--- config.mk ---
export PLATFORM = sky130hd
export DESIGN_NAME = rr_switch_alloc_top
export DESIGN_NICKNAME = d
export VERILOG_FILES = /design/src/rr_port_pkg.sv /design/src/rr_flit_pkg.sv /design/src/rr_switch_alloc_top.sv /design/src/rr_crossbar.sv /design/src/rr_port_arbiter.sv /design/src/rr_grant_encoder.sv /design/src/rr_priority_ring.sv /design/src/rr_request_decoder.sv
export SDC_FILE = /design/constraint.sdc
export NUM_CORES = 1
export LEC_CHECK = 0
export BUFFER_PORTS_ARGS = -buffer_cell sky130_fd_sc_hd__buf_2
export CAP_MARGIN = 20
export CORE_MARGIN = 8
export CORE_UTILIZATION = 40
export DETAILED_ROUTE_END_ITERATION = 8
export GPL_TIMING_DRIVEN = 0
export HOLD_SLACK_MARGIN = 0.1
export PLACE_DENSITY = 0.63
export SYNTH_ARGS = -nofsm -noshare
export SYNTH_HDL_FRONTEND = slang
export SYNTH_HIERARCHICAL = 1
export SYNTH_SLANG_ARGS = --single-unit
--- constraint.sdc ---
create_clock -name clk -period 15 [get_ports clk]
set_input_delay 4.5 -clock clk [delete_from_list [all_inputs] [get_ports clk]]
set_output_delay 4.5 -clock clk [all_outputs]
set_load 0.005 [all_outputs]
--- src/rr_port_pkg.sv ---
/*
  Router port definitions for the switch allocation stage
  - port_e      port codes of the five-port mesh router
  - NUM_PORTS   number of router ports
  - port_vec_t  one bit per port, indexed by port_e
*/
`default_nettype none

package rr_port_pkg;

  // fixed for a 2d mesh router with one local port
  localparam int NUM_PORTS = 5;

  // port codes, also used as select codes for the crossbar
  typedef enum logic [2:0] {
    N = 3'd0,
    S = 3'd1,
    W = 3'd2,
    E = 3'd3,
    L = 3'd4
  } port_e;

  // requests, grants, pointers, valids and readies
  typedef logic [NUM_PORTS-1:0] port_vec_t;

endpackage : rr_port_pkg

`default_nettype wire
--- src/rr_flit_pkg.sv ---
/*
  Flit layout for the switch allocation stage
  - FLIT_DATA_W  width of the flit data word
  - flit_head_t  head view of the data word, carries the route
  - flit_body_t  body view of the data word, plain payload
  - flit_data_u  union of both views
  - flit_t       valid, head and tail bits plus the data word
*/
`default_nettype none

package rr_flit_pkg;

  import rr_port_pkg::*;

  localparam int FLIT_DATA_W = 16;

  // route info, only meaningful on head flits
  typedef struct packed {
    port_e      nexthop;
    logic [1:0] dst_x;
    logic [1:0] dst_y;
    logic [8:0] tag;
  } flit_head_t;

  typedef struct packed {
    logic [FLIT_DATA_W-1:0] payload;
  } flit_body_t;

  // same word, decoded as route or as payload depending on the head bit
  typedef union packed {
    flit_head_t head;
    flit_body_t body;
  } flit_data_u;

  // single-flit packet has head and tail both set
  typedef struct packed {
    logic       valid;
    logic       head;
    logic       tail;
    flit_data_u data;
  } flit_t;

endpackage : rr_flit_pkg

`default_nettype wire

--- src/rr_switch_alloc_top.sv ---
/*
  Switch allocation and crossbar stage of a five-port mesh router
  - one round-robin arbiter per output port
  - crossbar steered by the arbiter select codes
  - per-input grant merged from all outputs and their readies
*/
`timescale 1ns/10ps
`default_nettype none

module rr_switch_alloc_top
  import rr_port_pkg::*;
  import rr_flit_pkg::*;
(
  input  logic                  clk,
  input  logic                  rst_n_i,
  input  flit_t [NUM_PORTS-1:0] in_flit_i,
  input  port_vec_t             out_ready_i,
  output flit_t [NUM_PORTS-1:0] out_flit_o,
  output port_vec_t             in_grant_o
);

  // indexed by output port
  port_vec_t [NUM_PORTS-1:0] arb_grant;
  port_e     [NUM_PORTS-1:0] arb_sel;
  port_vec_t                 arb_valid;

  // same grants, indexed by input port
  port_vec_t [NUM_PORTS-1:0] grant_by_in;

  for (genvar o = 0; o < NUM_PORTS; o++) begin : g_arb
    rr_port_arbiter #(
      .OUT_PORT (port_e'(o))
    ) i_rr_port_arbiter (
      .clk         (clk),
      .rst_n_i     (rst_n_i),
      .in_flit_i   (in_flit_i),
      .out_ready_i (out_ready_i[o]),
      .grant_o     (arb_grant[o]),
      .sel_o       (arb_sel[o]),
      .out_valid_o (arb_valid[o])
    );
  end

  rr_crossbar i_rr_crossbar (
    .in_flit_i  (in_flit_i),
    .sel_i      (arb_sel),
    .valid_i    (arb_valid),
    .out_flit_o (out_flit_o)
  );

  always_comb begin
    for (int p = 0; p < NUM_PORTS; p++) begin
      for (int o = 0; o < NUM_PORTS; o++) begin
        grant_by_in[p][o] = arb_grant[o][p];
      end
    end
  end

  // input is taken only when its output accepts the flit
  always_comb begin
    for (int p = 0; p < NUM_PORTS; p++) begin
      in_grant_o[p] = |(grant_by_in[p] & out_ready_i);
    end
  end

  // each head flit names one output, so two arbiters never share an input
  for (genvar p = 0; p < NUM_PORTS; p++) begin : g_chk
    a_single_output : assert property (
      @(posedge clk) disable iff (!rst_n_i)
      $onehot0(grant_by_in[p])
    ) else $error("input granted by more than one output");
  end

endmodule : rr_switch_alloc_top

`default_nettype wire

--- src/rr_crossbar.sv ---
/*
  Five-to-five flit crossbar
  - one mux per output, steered by the arbiter select code
  - valid bit masked so an idle output shows no flit
*/
`timescale 1ns/10ps
`default_nettype none

module rr_crossbar
  import rr_port_pkg::*;
  import rr_flit_pkg::*;
(
  input  flit_t [NUM_PORTS-1:0] in_flit_i,
  input  port_e [NUM_PORTS-1:0] sel_i,
  input  port_vec_t             valid_i,
  output flit_t [NUM_PORTS-1:0] out_flit_o
);

  flit_t mux_flit;

  always_comb begin
    mux_flit   = '0;
    out_flit_o = '0;
    for (int o = 0; o < NUM_PORTS; o++) begin
      mux_flit       = in_flit_i[sel_i[o]];
      // payload may be stale when idle, valid is what matters
      mux_flit.valid = mux_flit.valid && valid_i[o];
      out_flit_o[o]  = mux_flit;
    end
  end

endmodule : rr_crossbar

`default_nettype wire

--- src/rr_port_arbiter.sv ---
/*
  Switch arbiter for one output port
  - request decoder, priority ring and grant encoder
  - wormhole lock and owner register for multi-flit packets
  - transfer event is valid and ready in the same cycle
*/
`timescale 1ns/10ps
`default_nettype none

module rr_port_arbiter
  import rr_port_pkg::*;
  import rr_flit_pkg::*;
#(
  parameter port_e OUT_PORT = N
) (
  input  logic                  clk,
  input  logic                  rst_n_i,
  input  flit_t [NUM_PORTS-1:0] in_flit_i,
  input  logic                  out_ready_i,
  output port_vec_t             grant_o,
  output port_e                 sel_o,
  output logic                  out_valid_o
);

  port_vec_t req;
  port_vec_t ptr;
  logic      lock_q;
  port_e     owner_q;
  logic      owner_valid;
  flit_t     win_flit;
  logic      xfer;
  logic      xfer_tail;

  rr_request_decoder #(
    .OUT_PORT (OUT_PORT)
  ) i_rr_request_decoder (
    .in_flit_i (in_flit_i),
    .req_o     (req)
  );

  rr_priority_ring i_rr_priority_ring (
    .clk       (clk),
    .rst_n_i   (rst_n_i),
    .advance_i (xfer_tail),
    .served_i  (grant_o),
    .ptr_o     (ptr)
  );

  rr_grant_encoder i_rr_grant_encoder (
    .req_i         (req),
    .ptr_i         (ptr),
    .lock_i        (lock_q),
    .owner_i       (owner_q),
    .owner_valid_i (owner_valid),
    .grant_o       (grant_o),
    .sel_o         (sel_o)
  );

  assign owner_valid = in_flit_i[owner_q].valid;
  assign win_flit    = in_flit_i[sel_o];
  assign out_valid_o = |grant_o;

  assign xfer      = out_valid_o && out_ready_i;
  // pointer only moves once the whole packet has passed
  assign xfer_tail = xfer && win_flit.tail;

  always_ff @(posedge clk or negedge rst_n_i) begin
    if (!rst_n_i) begin
      lock_q  <= 1'b0;
      owner_q <= N;
    end else if (xfer) begin
      if (!lock_q && win_flit.head && !win_flit.tail) begin
        lock_q  <= 1'b1;
        owner_q <= sel_o;
      end else if (lock_q && win_flit.tail) begin
        lock_q  <= 1'b0;
      end
    end
  end

  // a locked output only carries the rest of the owner's packet
  a_locked_no_head : assert property (
    @(posedge clk) disable iff (!rst_n_i)
    (lock_q && xfer) |-> !win_flit.head
  ) else $error("new head flit passed through a locked output");

endmodule : rr_port_arbiter

`default_nettype wire

--- src/rr_grant_encoder.sv ---
/*
  Grant encoder for one output port
  - locked: grants the owner when its flit is valid
  - unlocked: cyclic scan from the pointer, first requester wins
  - one-hot grant plus the port code for the crossbar select
*/
`timescale 1ns/10ps
`default_nettype none

module rr_grant_encoder
  import rr_port_pkg::*;
(
  input  port_vec_t req_i,
  input  port_vec_t ptr_i,
  input  logic      lock_i,
  input  port_e     owner_i,
  input  logic      owner_valid_i,
  output port_vec_t grant_o,
  output port_e     sel_o
);

  always_comb begin
    int unsigned start;
    int unsigned idx;
    logic        found;

    start   = 0;
    idx     = 0;
    found   = 1'b0;
    grant_o = '0;
    sel_o   = N;

    // pointer is one-hot, turn it into a start index
    for (int p = 0; p < NUM_PORTS; p++) begin
      if (ptr_i[p]) begin
        start = p;
      end
    end

    if (lock_i) begin
      // wormhole in progress, nobody else gets in
      if (owner_valid_i) begin
        grant_o[owner_i] = 1'b1;
        sel_o            = owner_i;
      end
    end else begin
      for (int i = 0; i < NUM_PORTS; i++) begin
        idx = start + i;
        if (idx >= NUM_PORTS) begin
          idx = idx - NUM_PORTS;
        end
        if (!found && req_i[idx]) begin
          found        = 1'b1;
          grant_o[idx] = 1'b1;
          sel_o        = port_e'(idx);
        end
      end
    end
  end

endmodule : rr_grant_encoder

`default_nettype wire

--- src/rr_priority_ring.sv ---
/*
  Round-robin priority pointer for one output port
  - one-hot pointer, bit 0 (north) after reset
  - on advance_i moves to the position just after served_i
  - wraps from local back to north
*/
`timescale 1ns/10ps
`default_nettype none

module rr_priority_ring
  import rr_port_pkg::*;
(
  input  logic      clk,
  input  logic      rst_n_i,
  input  logic      advance_i,
  input  port_vec_t served_i,
  output port_vec_t ptr_o
);

  port_vec_t ptr_q;
  port_vec_t ptr_next;

  // rotate the served position left by one, top bit wraps to north
  assign ptr_next = {served_i[NUM_PORTS-2:0], served_i[NUM_PORTS-1]};

  always_ff @(posedge clk or negedge rst_n_i) begin
    if (!rst_n_i) begin
      ptr_q <= port_vec_t'(1) << N;
    end else if (advance_i) begin
      ptr_q <= ptr_next;
    end
  end

  assign ptr_o = ptr_q;

  // pointer never loses or duplicates its token
  a_ptr_onehot : assert property (
    @(posedge clk) disable iff (!rst_n_i)
    $onehot(ptr_o)
  ) else $error("priority pointer is not one-hot");

  // arbiter only advances on a real single grant
  a_served_onehot : assert property (
    @(posedge clk) disable iff (!rst_n_i)
    advance_i |-> $onehot(served_i)
  ) else $error("advance with served vector not one-hot");

endmodule : rr_priority_ring

`default_nettype wire

--- src/rr_request_decoder.sv ---
/*
  Request decoder for one output port
  - looks at the flit waiting at every input
  - raises a request for each valid head flit routed to OUT_PORT
  - the input on the same side as the output never requests
*/
`timescale 1ns/10ps
`default_nettype none

module rr_request_decoder
  import rr_port_pkg::*;
  import rr_flit_pkg::*;
#(
  parameter port_e OUT_PORT = N
) (
  input  flit_t [NUM_PORTS-1:0] in_flit_i,
  output port_vec_t             req_o
);

  logic  is_route;
  logic  is_uturn;
  flit_t cur_flit;

  always_comb begin
    req_o    = '0;
    is_route = 1'b0;
    is_uturn = 1'b0;
    cur_flit = '0;
    for (int p = 0; p < NUM_PORTS; p++) begin
      cur_flit = in_flit_i[p];
      // nexthop is only read through the head view
      is_route = (cur_flit.data.head.nexthop == OUT_PORT);
      // no u-turn back out of the arrival port
      is_uturn = (port_e'(p) == OUT_PORT);
      // body flits never request, they follow the lock
      req_o[p] = cur_flit.valid && cur_flit.head && is_route && !is_uturn;
    end
  end

endmodule : rr_request_decoder

`default_nettype wire

# After elaboration in Yosys (flattened, before gate mapping)

Cells that the tools add are included.

Register bits: 45
Output and inout bits: 100

Bitwise operators: 25
$lt $le $gt $ge: 90
Equal/unequal tests: 16
Multiplexer cells: 340
Add/sub/neg operators: 45
Reduce and logical (&&, ||, !) cells: 164

Operators by type and width:

| operator                | count |
|---|---|
| $mux W32                | 60 |
| $ge A32 B1 Y1 const B   | 25 |
| $ge A32 B3 Y1 const B   | 25 |
| $lt A32 B4 Y1 const B   | 25 |
| $sub A32 B3 Y32 const B | 25 |
| $bmux W19 S3            | 10 |
| $add A32 B2 Y32 const B | 10 |
| $mux W5                 | 55 |
| $mux W19                | 10 |
| $add A32 B1 Y32 const B | 5 |
| $add A32 B3 Y32 const B | 5 |
| $mux W1                 | 110 |
| $logic_and A1 B1 Y1     | 105 |
| $mux W3                 | 35 |
| $or A5 B5 Y5            | 20 |
| $demux W1 S3            | 30 |
| $bmux W1 S3             | 25 |
| $reduce_or A5 Y1        | 10 |
| $lt A3 B4 Y1 const B    | 10 |
| $logic_not A1 Y1        | 30 |
| $and A5 B5 Y5           | 5 |
| $eq A3 B2 Y1 const B    | 8 |
| $reduce_and A2 Y1       | 10 |
| $ge A3 B1 Y1 const B    | 5 |
| other kinds (5)         | 22 |

# Logic depth before layout (Yosys ltp)

Gate-level depths: netlist of the first run.

Depth after elaboration: 33
Depth in mapped cells: 23

# By module

Netlist of the first run, hierarchy kept.

By module, submodules not included:

| module                                                                   | instances | area each (µm²) | cells an instance |
|---|---|---|---|
| rr_grant_encoder (g_arb[0].i_rr_port_arbiter.i_rr_grant_encoder ...)     | 3         | 1350.0          | 196 |
| rr_crossbar                                                              | 1         | 3932.5          | 464 |
| rr_port_arbiter                                                          | 5         | 331.6           | 33 |
| rr_grant_encoder (g_arb[2].i_rr_port_arbiter.i_rr_grant_encoder)         | 1         | 1303.8          | 202 |
| rr_grant_encoder (g_arb[4].i_rr_port_arbiter.i_rr_grant_encoder)         | 1         | 1228.7          | 197 |
| rr_priority_ring                                                         | 5         | 182.7           | 10 |
| rr_request_decoder (g_arb[1].i_rr_port_arbiter.i_rr_request_decoder ...) | 2         | 61.3            | 10 |
| rr_switch_alloc_top                                                      | 1         | 106.4           | 15 |
| rr_request_decoder (g_arb[0].i_rr_port_arbiter.i_rr_request_decoder)     | 1         | 76.3            | 10 |
| rr_request_decoder (g_arb[4].i_rr_port_arbiter.i_rr_request_decoder)     | 1         | 58.8            | 10 |
| rr_request_decoder (g_arb[3].i_rr_port_arbiter.i_rr_request_decoder)     | 1         | 57.6            | 10 |

# Worst setup path before layout of the first run

OpenSTA, ideal clock, no wires.

Path type: input port to output port
From: input in_flit_i[53] (netlist bit)
To: output out_flit_o[83] (netlist bit)
Path slack: 2.814 ns
Stages on the path: 14
Data arrival time: 7.686 ns
Buffers on the path: 3
Path through: nand3_1 -> nor3_1 -> mux2i_1 -> a2111oi_0 -> o32a_1 -> or2_1 -> and4bb_1 -> buf_4 -> a21o_1 -> a22oi_1 -> buf_4 -> buf_2 -> a2bb2oi_1 -> o22ai_1

RTL lines:

| element         | line                      | RTL |
|---|---|---|
| start, declared | rr_switch_alloc_top.sv:16 | `input flit_t [NUM_PORTS-1:0] in_flit_i,` |
| end, declared   | rr_switch_alloc_top.sv:18 | `output flit_t [NUM_PORTS-1:0] out_flit_o,` |

==> results of run 1 <==
placed cells by master, fill, tap and decap left out, drive strengths merged, types with 9 or more instances in the layout:
master     n
buf      291
mux2i    219
nor2     143
nand2    118
o22ai    101
a2bb2oi   99
inv       73
o21ai     70
a21oi     56
nand2b    44
ha        44
nor3      42
dfrtp     40
clkbuf    37
nand3     34
mux2      34
a31oi     32
nor2b     30
nand4     28
or2       22
o211ai    22
nor4      22
a22oi     20
or4       19
nand3b    17
and3      16
a211oi    16
a21o      14
conb      14
o21a      13
o31ai     13
mux4      12
o2bb2ai   10
a32oi     10
or3        9
and4bb     9
how the worst min path moves through the flow:
stage / from / endpoint / slack (ps) / depth (start not counted)
floorplan: register / register / 480 / 1
global placement: register / register / 490 / 1
detailed placement: register / register / 490 / 1
CTS: register / register / 510 / 1
global route: register / register / 530 / 1
finish: register / register / 500 / 1
stage by stage:
step	setup WS (ps)	hold WS [ps]	instances	area [µm²]	utilization, %
final	804	505	2383	15100	45.5
after global routing	557	527	2382	15100	45.5
after CTS	955	508	2381	15100	45.4
after detailed placement	949	494	2374	14900	44.9
after global placement	931	490	2374	14900	44.9
after floorplan	2810	479	1725	13300	-
sequential cells by signal (all words and copies together), names as in the netlist:
signal,cells
g_arb.i_rr_port_arbiter/i_rr_priority_ring/ptr_o,20
g_arb.i_rr_port_arbiter/lock_q,5
g_arb.i_rr_port_arbiter/owner_q,15
layer usage:
layer,vias up,track usage (%)
li1,7137,-
met1,7632,36.5
met2,959,45.7
met3,175,4.69
met4,2,9.74
met5,-,0
worst register-to-register path, delay by kind of cell, from the launching register on:
kind	cells	cell delay, ps
mux	3	920
flops	1	370
compound gates	6	2490
buf+inv	3	690
simple gates	5	1570
fa+ha+maj	1	350
area by class of cell:
class                   instances  area (µm²)
flip-flops and latches         40        1000
diodes                          2        5.00
repair buffers                201        1010
clock inverters                 2        60.1
clock buffers                   5         125
fillers                      3435       18100
inverters                      73         274
well taps                     448         561
multi-input cells            1490       11200
plain buffers                 122         848
==> results.py, run 1 <==
metrics = {
    "global_route": {
        "overflow": 0,
        "grt_pass1_wl_mm": 88.8,
        "grt_pass1_vias": 15200,
        "grt_usage_pct": 27.8,
        "grt_max_degree": 41,
        "antenna_found_initial": 2,
    },
    "clock_tree": {
        "post_cts_buffers": 0,
        "cts.sinks": 40,
        "cts_tree": "yes",
        "post_cts_resized": 0,
        "cts-root-buf": "clkbuf_16",
        "clock_path_buffers": 2,
        "clk_latency_ps": 290,
        "cts_buffers": 5,
        "clkSlewWorstSetupHoldPaths_ps": 60,
        "h-tree-depth": 2,
        "cts_hold_buf": 0,
    },
    "critical_path": {
        "path_depth": 16,
        "path_buf_inv": 5,
        "worstSetupPathType": "in -> out",
        "crit_end": "out_flit_o[83]",
        "crit_top_cell": "buf_2",
        "required_ps": 10500,
        "max_stage_delay_ps": 850,
        "cp_slowest_cell": "nor3_1",
        "crit_path_cell_trace": "buf_2 -> nand3_1 -> nor3_1 -> nor3b_1 -> a211oi_1 -> nor3_1 -> o2bb2ai_1 -> and4bb_1 -> buf_4 -> a21o_1 -> a22oi_1 -> buf_4 -> buf_2 -> a2bb2oi_1 -> o22ai_1 -> buf_2",
        "arrival_ps": 9700,
        "start_kind": "input port",
        "end_kind": "primary output",
        "crit_start": "in_flit_i[56]",
        "crit_family": "compound AO/OA/AOI/OAI gates",
        "r2r_slack_ps": 8500,
        "critPathMaxFanout": 14,
        "rr_worst_depth": 18,
    },
    "floorplan": {
        "fp-row-count": 67,
        "die_w_um": 198,
        "ioPinCount": 202,
        "initial_core_util_pct": 40.1,
        "die_y_um": 198,
        "core_area_um2": 33200,
        "die-area_um2": 39400,
    },
    "routing": {
        "drtIter0Drc": 1588,
        "highest_layer": "met5",
        "drtPass1Iterations": 6,
        "routed_wl_mm": 57.7,
        "drc": 0,
        "wl_met3_mm": 5.14,
        "vias": 15900,
        "wl_met2_mm": 26.5,
        "drtAntennaViolNets": 0,
        "detail_route.wl_per_cell_um": 24.2,
        "via_per_inst": 6.67,
        "met1Wirelength_mm": 24.1,
    },
    "logic_synthesis": {
        "avgSynthCellArea_um2": 7.74,
        "yosysWarnings": 6,
        "syn_inst": 1721,
        "synth_area_um2": 13300,
    },
    "timing": {
        "slew_headroom_pct": 25.7,
        "fin_crit_sh_pct": 94.6,
        "max_freq_mhz": 70.4,
        "post-route-min-period_ps": 14200,
        "clock_skew_ps": 1.47,
        "setup_violations": 0,
        "hold_viol_final": 0,
        "tightest_slew_ps": 1110,
        "fin_tns_setup_ps": 0,
        "rsz0062_at_grt": "false",
        "slew_viol_final": 0,
    },
    "cells_and_area": {
        "post_route_cells_drive_above_1_share_pct": 22.6,
        "area_growth_pct": 13.3,
        "nets": 2079,
    },
    "status": {
        "outcome": "finished clean",
    },
    "placement": {
        "dpl.hpwl_mm": 43.3,
        "gp_congestion": 0.964,
        "port_buffers": 201,
    },
    "job": {
        "drv_cap": 0,
    },
    "hold_path": {
        "hold_path_class": "reg -> reg",
    },
}
Power of run 1 is not shown: default switching activity piles up to over one toggle a cycle in this logic, so the estimate is an artifact.
==> inputs of run 2 (changes only) <==
--- a/config.mk
+++ b/config.mk
@@ -5,7 +5,7 @@
 export SDC_FILE = /design/constraint.sdc
 export NUM_CORES = 1
 export LEC_CHECK = 0
-export BUFFER_PORTS_ARGS = -buffer_cell sky130_fd_sc_hd__buf_2
+export BUFFER_PORTS_ARGS = -buffer_cell sky130_fd_sc_hd__buf_4
 export CAP_MARGIN = 20
 export CORE_MARGIN = 8
 export CORE_UTILIZATION = 40
==> run 2 against run 1 <==
Net effect: non-clock buffer count increased by 2; die area unchanged; via count increased by 0.43%; fmax increased by 3.8%; critical path depth increased by 1; final cell count about the same; sequential share of layout area decreased by 0.21 points; critical endpoint is now out_flit_o[35]; core utilization increased by 1.5 points; first-iteration DRC count increased by 36%; critical path type unchanged; global-route usage increased by 0.38 points; cell area increased by 3.3%; flip-flop and latch count unchanged.
==> results.py, run 2 (same netlist as run 1, synthesis figures left out) <==
metrics = {
    "floorplan": {
        "die_w_um": 198,
        "die_y_um": 198,
        "ioPinCount": 202,
        "fp-row-count": 67,
        "die-area_um2": 39400,
        "initial_core_util_pct": 40.1,
        "core_area_um2": 33200,
    },
    "critical_path": {
        "cp_slowest_cell": "a31oi_1",
        "arrival_ps": 9170,
        "max_stage_delay_ps": 930,
        "end_kind": "primary output",
        "critPathMaxFanout": 14,
        "crit_top_cell": "buf_4",
        "start_kind": "input port",
        "crit_path_cell_trace": "buf_4 -> nand4b_1 -> nor2_1 -> nor2_1 -> o311a_1 -> or2_2 -> and3_1 -> and3_1 -> nand2_2 -> mux2i_1 -> a31oi_1 -> nor2b_2 -> buf_4 -> buf_6 -> a2bb2oi_1 -> o22ai_1 -> buf_4",
        "required_ps": 10500,
        "worstSetupPathType": "in -> out",
    },
    "cells_and_area": {
        "post_route_cells_drive_above_1_share_pct": 22.7,
        "fill_cells": 3417,
        "layout_common_cells": "buf_4 (236), mux2i_1 (219), nor2_1 (138)",
        "largest_reg_flops": 20,
        "regArea_um2": 1000,
        "multi_input_area_um2": 11200,
        "diodes": 0,
        "fin_cells": 2384,
        "final_common_cell": "buf_4",
        "area_growth_pct": 17.1,
        "nets": 2081,
    },
    "timing": {
        "fin_crit_sh_pct": 91.1,
        "slew_viol_final": 0,
        "setup_ws_ps": 1330,
        "hold_viol_final": 0,
        "post-route-min-period_ps": 13670,
        "max_freq_mhz": 73.1,
        "tightest_slew_ps": 1160,
        "clock_skew_ps": 5.41,
        "whs_ps": 514,
        "fin_tns_setup_ps": 0,
        "setup_violations": 0,
        "rsz0062_at_grt": "false",
        "slew_headroom_pct": 22.4,
    },
    "status": {
        "outcome": "finished clean",
    },
    "placement": {
        "place_inst": 2374,
        "post-place-ws_ps": 1110,
        "gp_congestion": 0.977,
        "dpl.hpwl_mm": 43.9,
        "port_buffers": 201,
    },
    "routing": {
        "vias": 16000,
        "drtIter0Drc": 2165,
        "drtPass1Iterations": 6,
        "routed_wl_mm": 58.2,
        "drtAntennaViolNets": 0,
        "detail_route.wl_per_cell_um": 24.4,
        "via_per_inst": 6.70,
        "drc": 0,
    },
    "job": {
        "drv_cap": 0,
    },
    "global_route": {
        "grt_max_degree": 41,
        "grt_pass1_wl_mm": 89.9,
        "grt_pass1_vias": 15400,
        "grt_usage_pct": 28.2,
        "antenna_found_initial": 0,
        "overflow": 0,
    },
    "clock_tree": {
        "cts_buffers": 5,
        "cts.sinks": 40,
        "post_cts_resized": 0,
        "cts_tree": "yes",
        "h-tree-depth": 2,
        "post_cts_buffers": 0,
        "clock_path_buffers": 2,
        "clkSlewWorstSetupHoldPaths_ps": 60,
        "clk_latency_ps": 290,
        "cts-root-buf": "clkbuf_16",
        "cts_hold_buf": 0,
    },
    "hold_path": {
        "hold_path_class": "reg -> reg",
    },
}
-- run 2: cell count changes in the layout (fill, tap and decap cells not counted), sizes merged --
cell	delta
diode	-2
clkbuf	+2
bufinv	-1
buf	+1
clkinv	+1
-- run 2: area by class of cell --
type                            instances  area share [%]
Clock buffer                            6           0.890
Timing Repair Buffer                  203            9.77
Sequential cell                        40            6.42
Multi-Input combinational cell       1490            71.9
Inverter                               73            1.76
Tap cell                              448            3.59
Clock inverter                          2           0.249
Buffer                                122            5.44
-- run 2: per-layer routing --
metal	vias up	GRT usage (%)	share of wire, %
li1	7134	-	-
met1	7690	37.1	42
met2	995	46.2	46
met3	155	4.91	9.3
met4	0	9.50	3.2
met5	-	0	0
-- run 2: critical path: cells and delay by family --
kind	cells	cell delay [ps]
and+or+nand+nor	8	2110
AOI/OAI and AO/OA	4	1630
buffers and inverters	4	760
muxes	1	110
-- run 2: final timing paths --
check	depth (start not counted)	startpoint	slack, ps	end
setup / recovery	17	in_flit_i[18]	1330	out_flit_o[35]
hold / removal	1	register	510	register
setup reg to reg	17	register	8410	register
hold reg to reg	1	register	510	register
max in group asynchronous	1	rst_n_i	10400	asynchronous set/reset pin
min in group asynchronous	1	rst_n_i	4210	asynchronous set/reset pin
-- run 2: stage by stage --
| stage | cell area, µm² | util (%) |
|---|---|---|
| 5_1_grt | 15600 | 47.0 |
| 3_5_place_dp | 15400 | 46.4 |
| 2_1_floorplan | 13300 | - |
| 4_1_cts | 15600 | 46.9 |
| 6_report | 15600 | 47.0 |
| 3_3_place_gp | 15400 | 46.4 |
Power of run 2 is left out for the same reason.
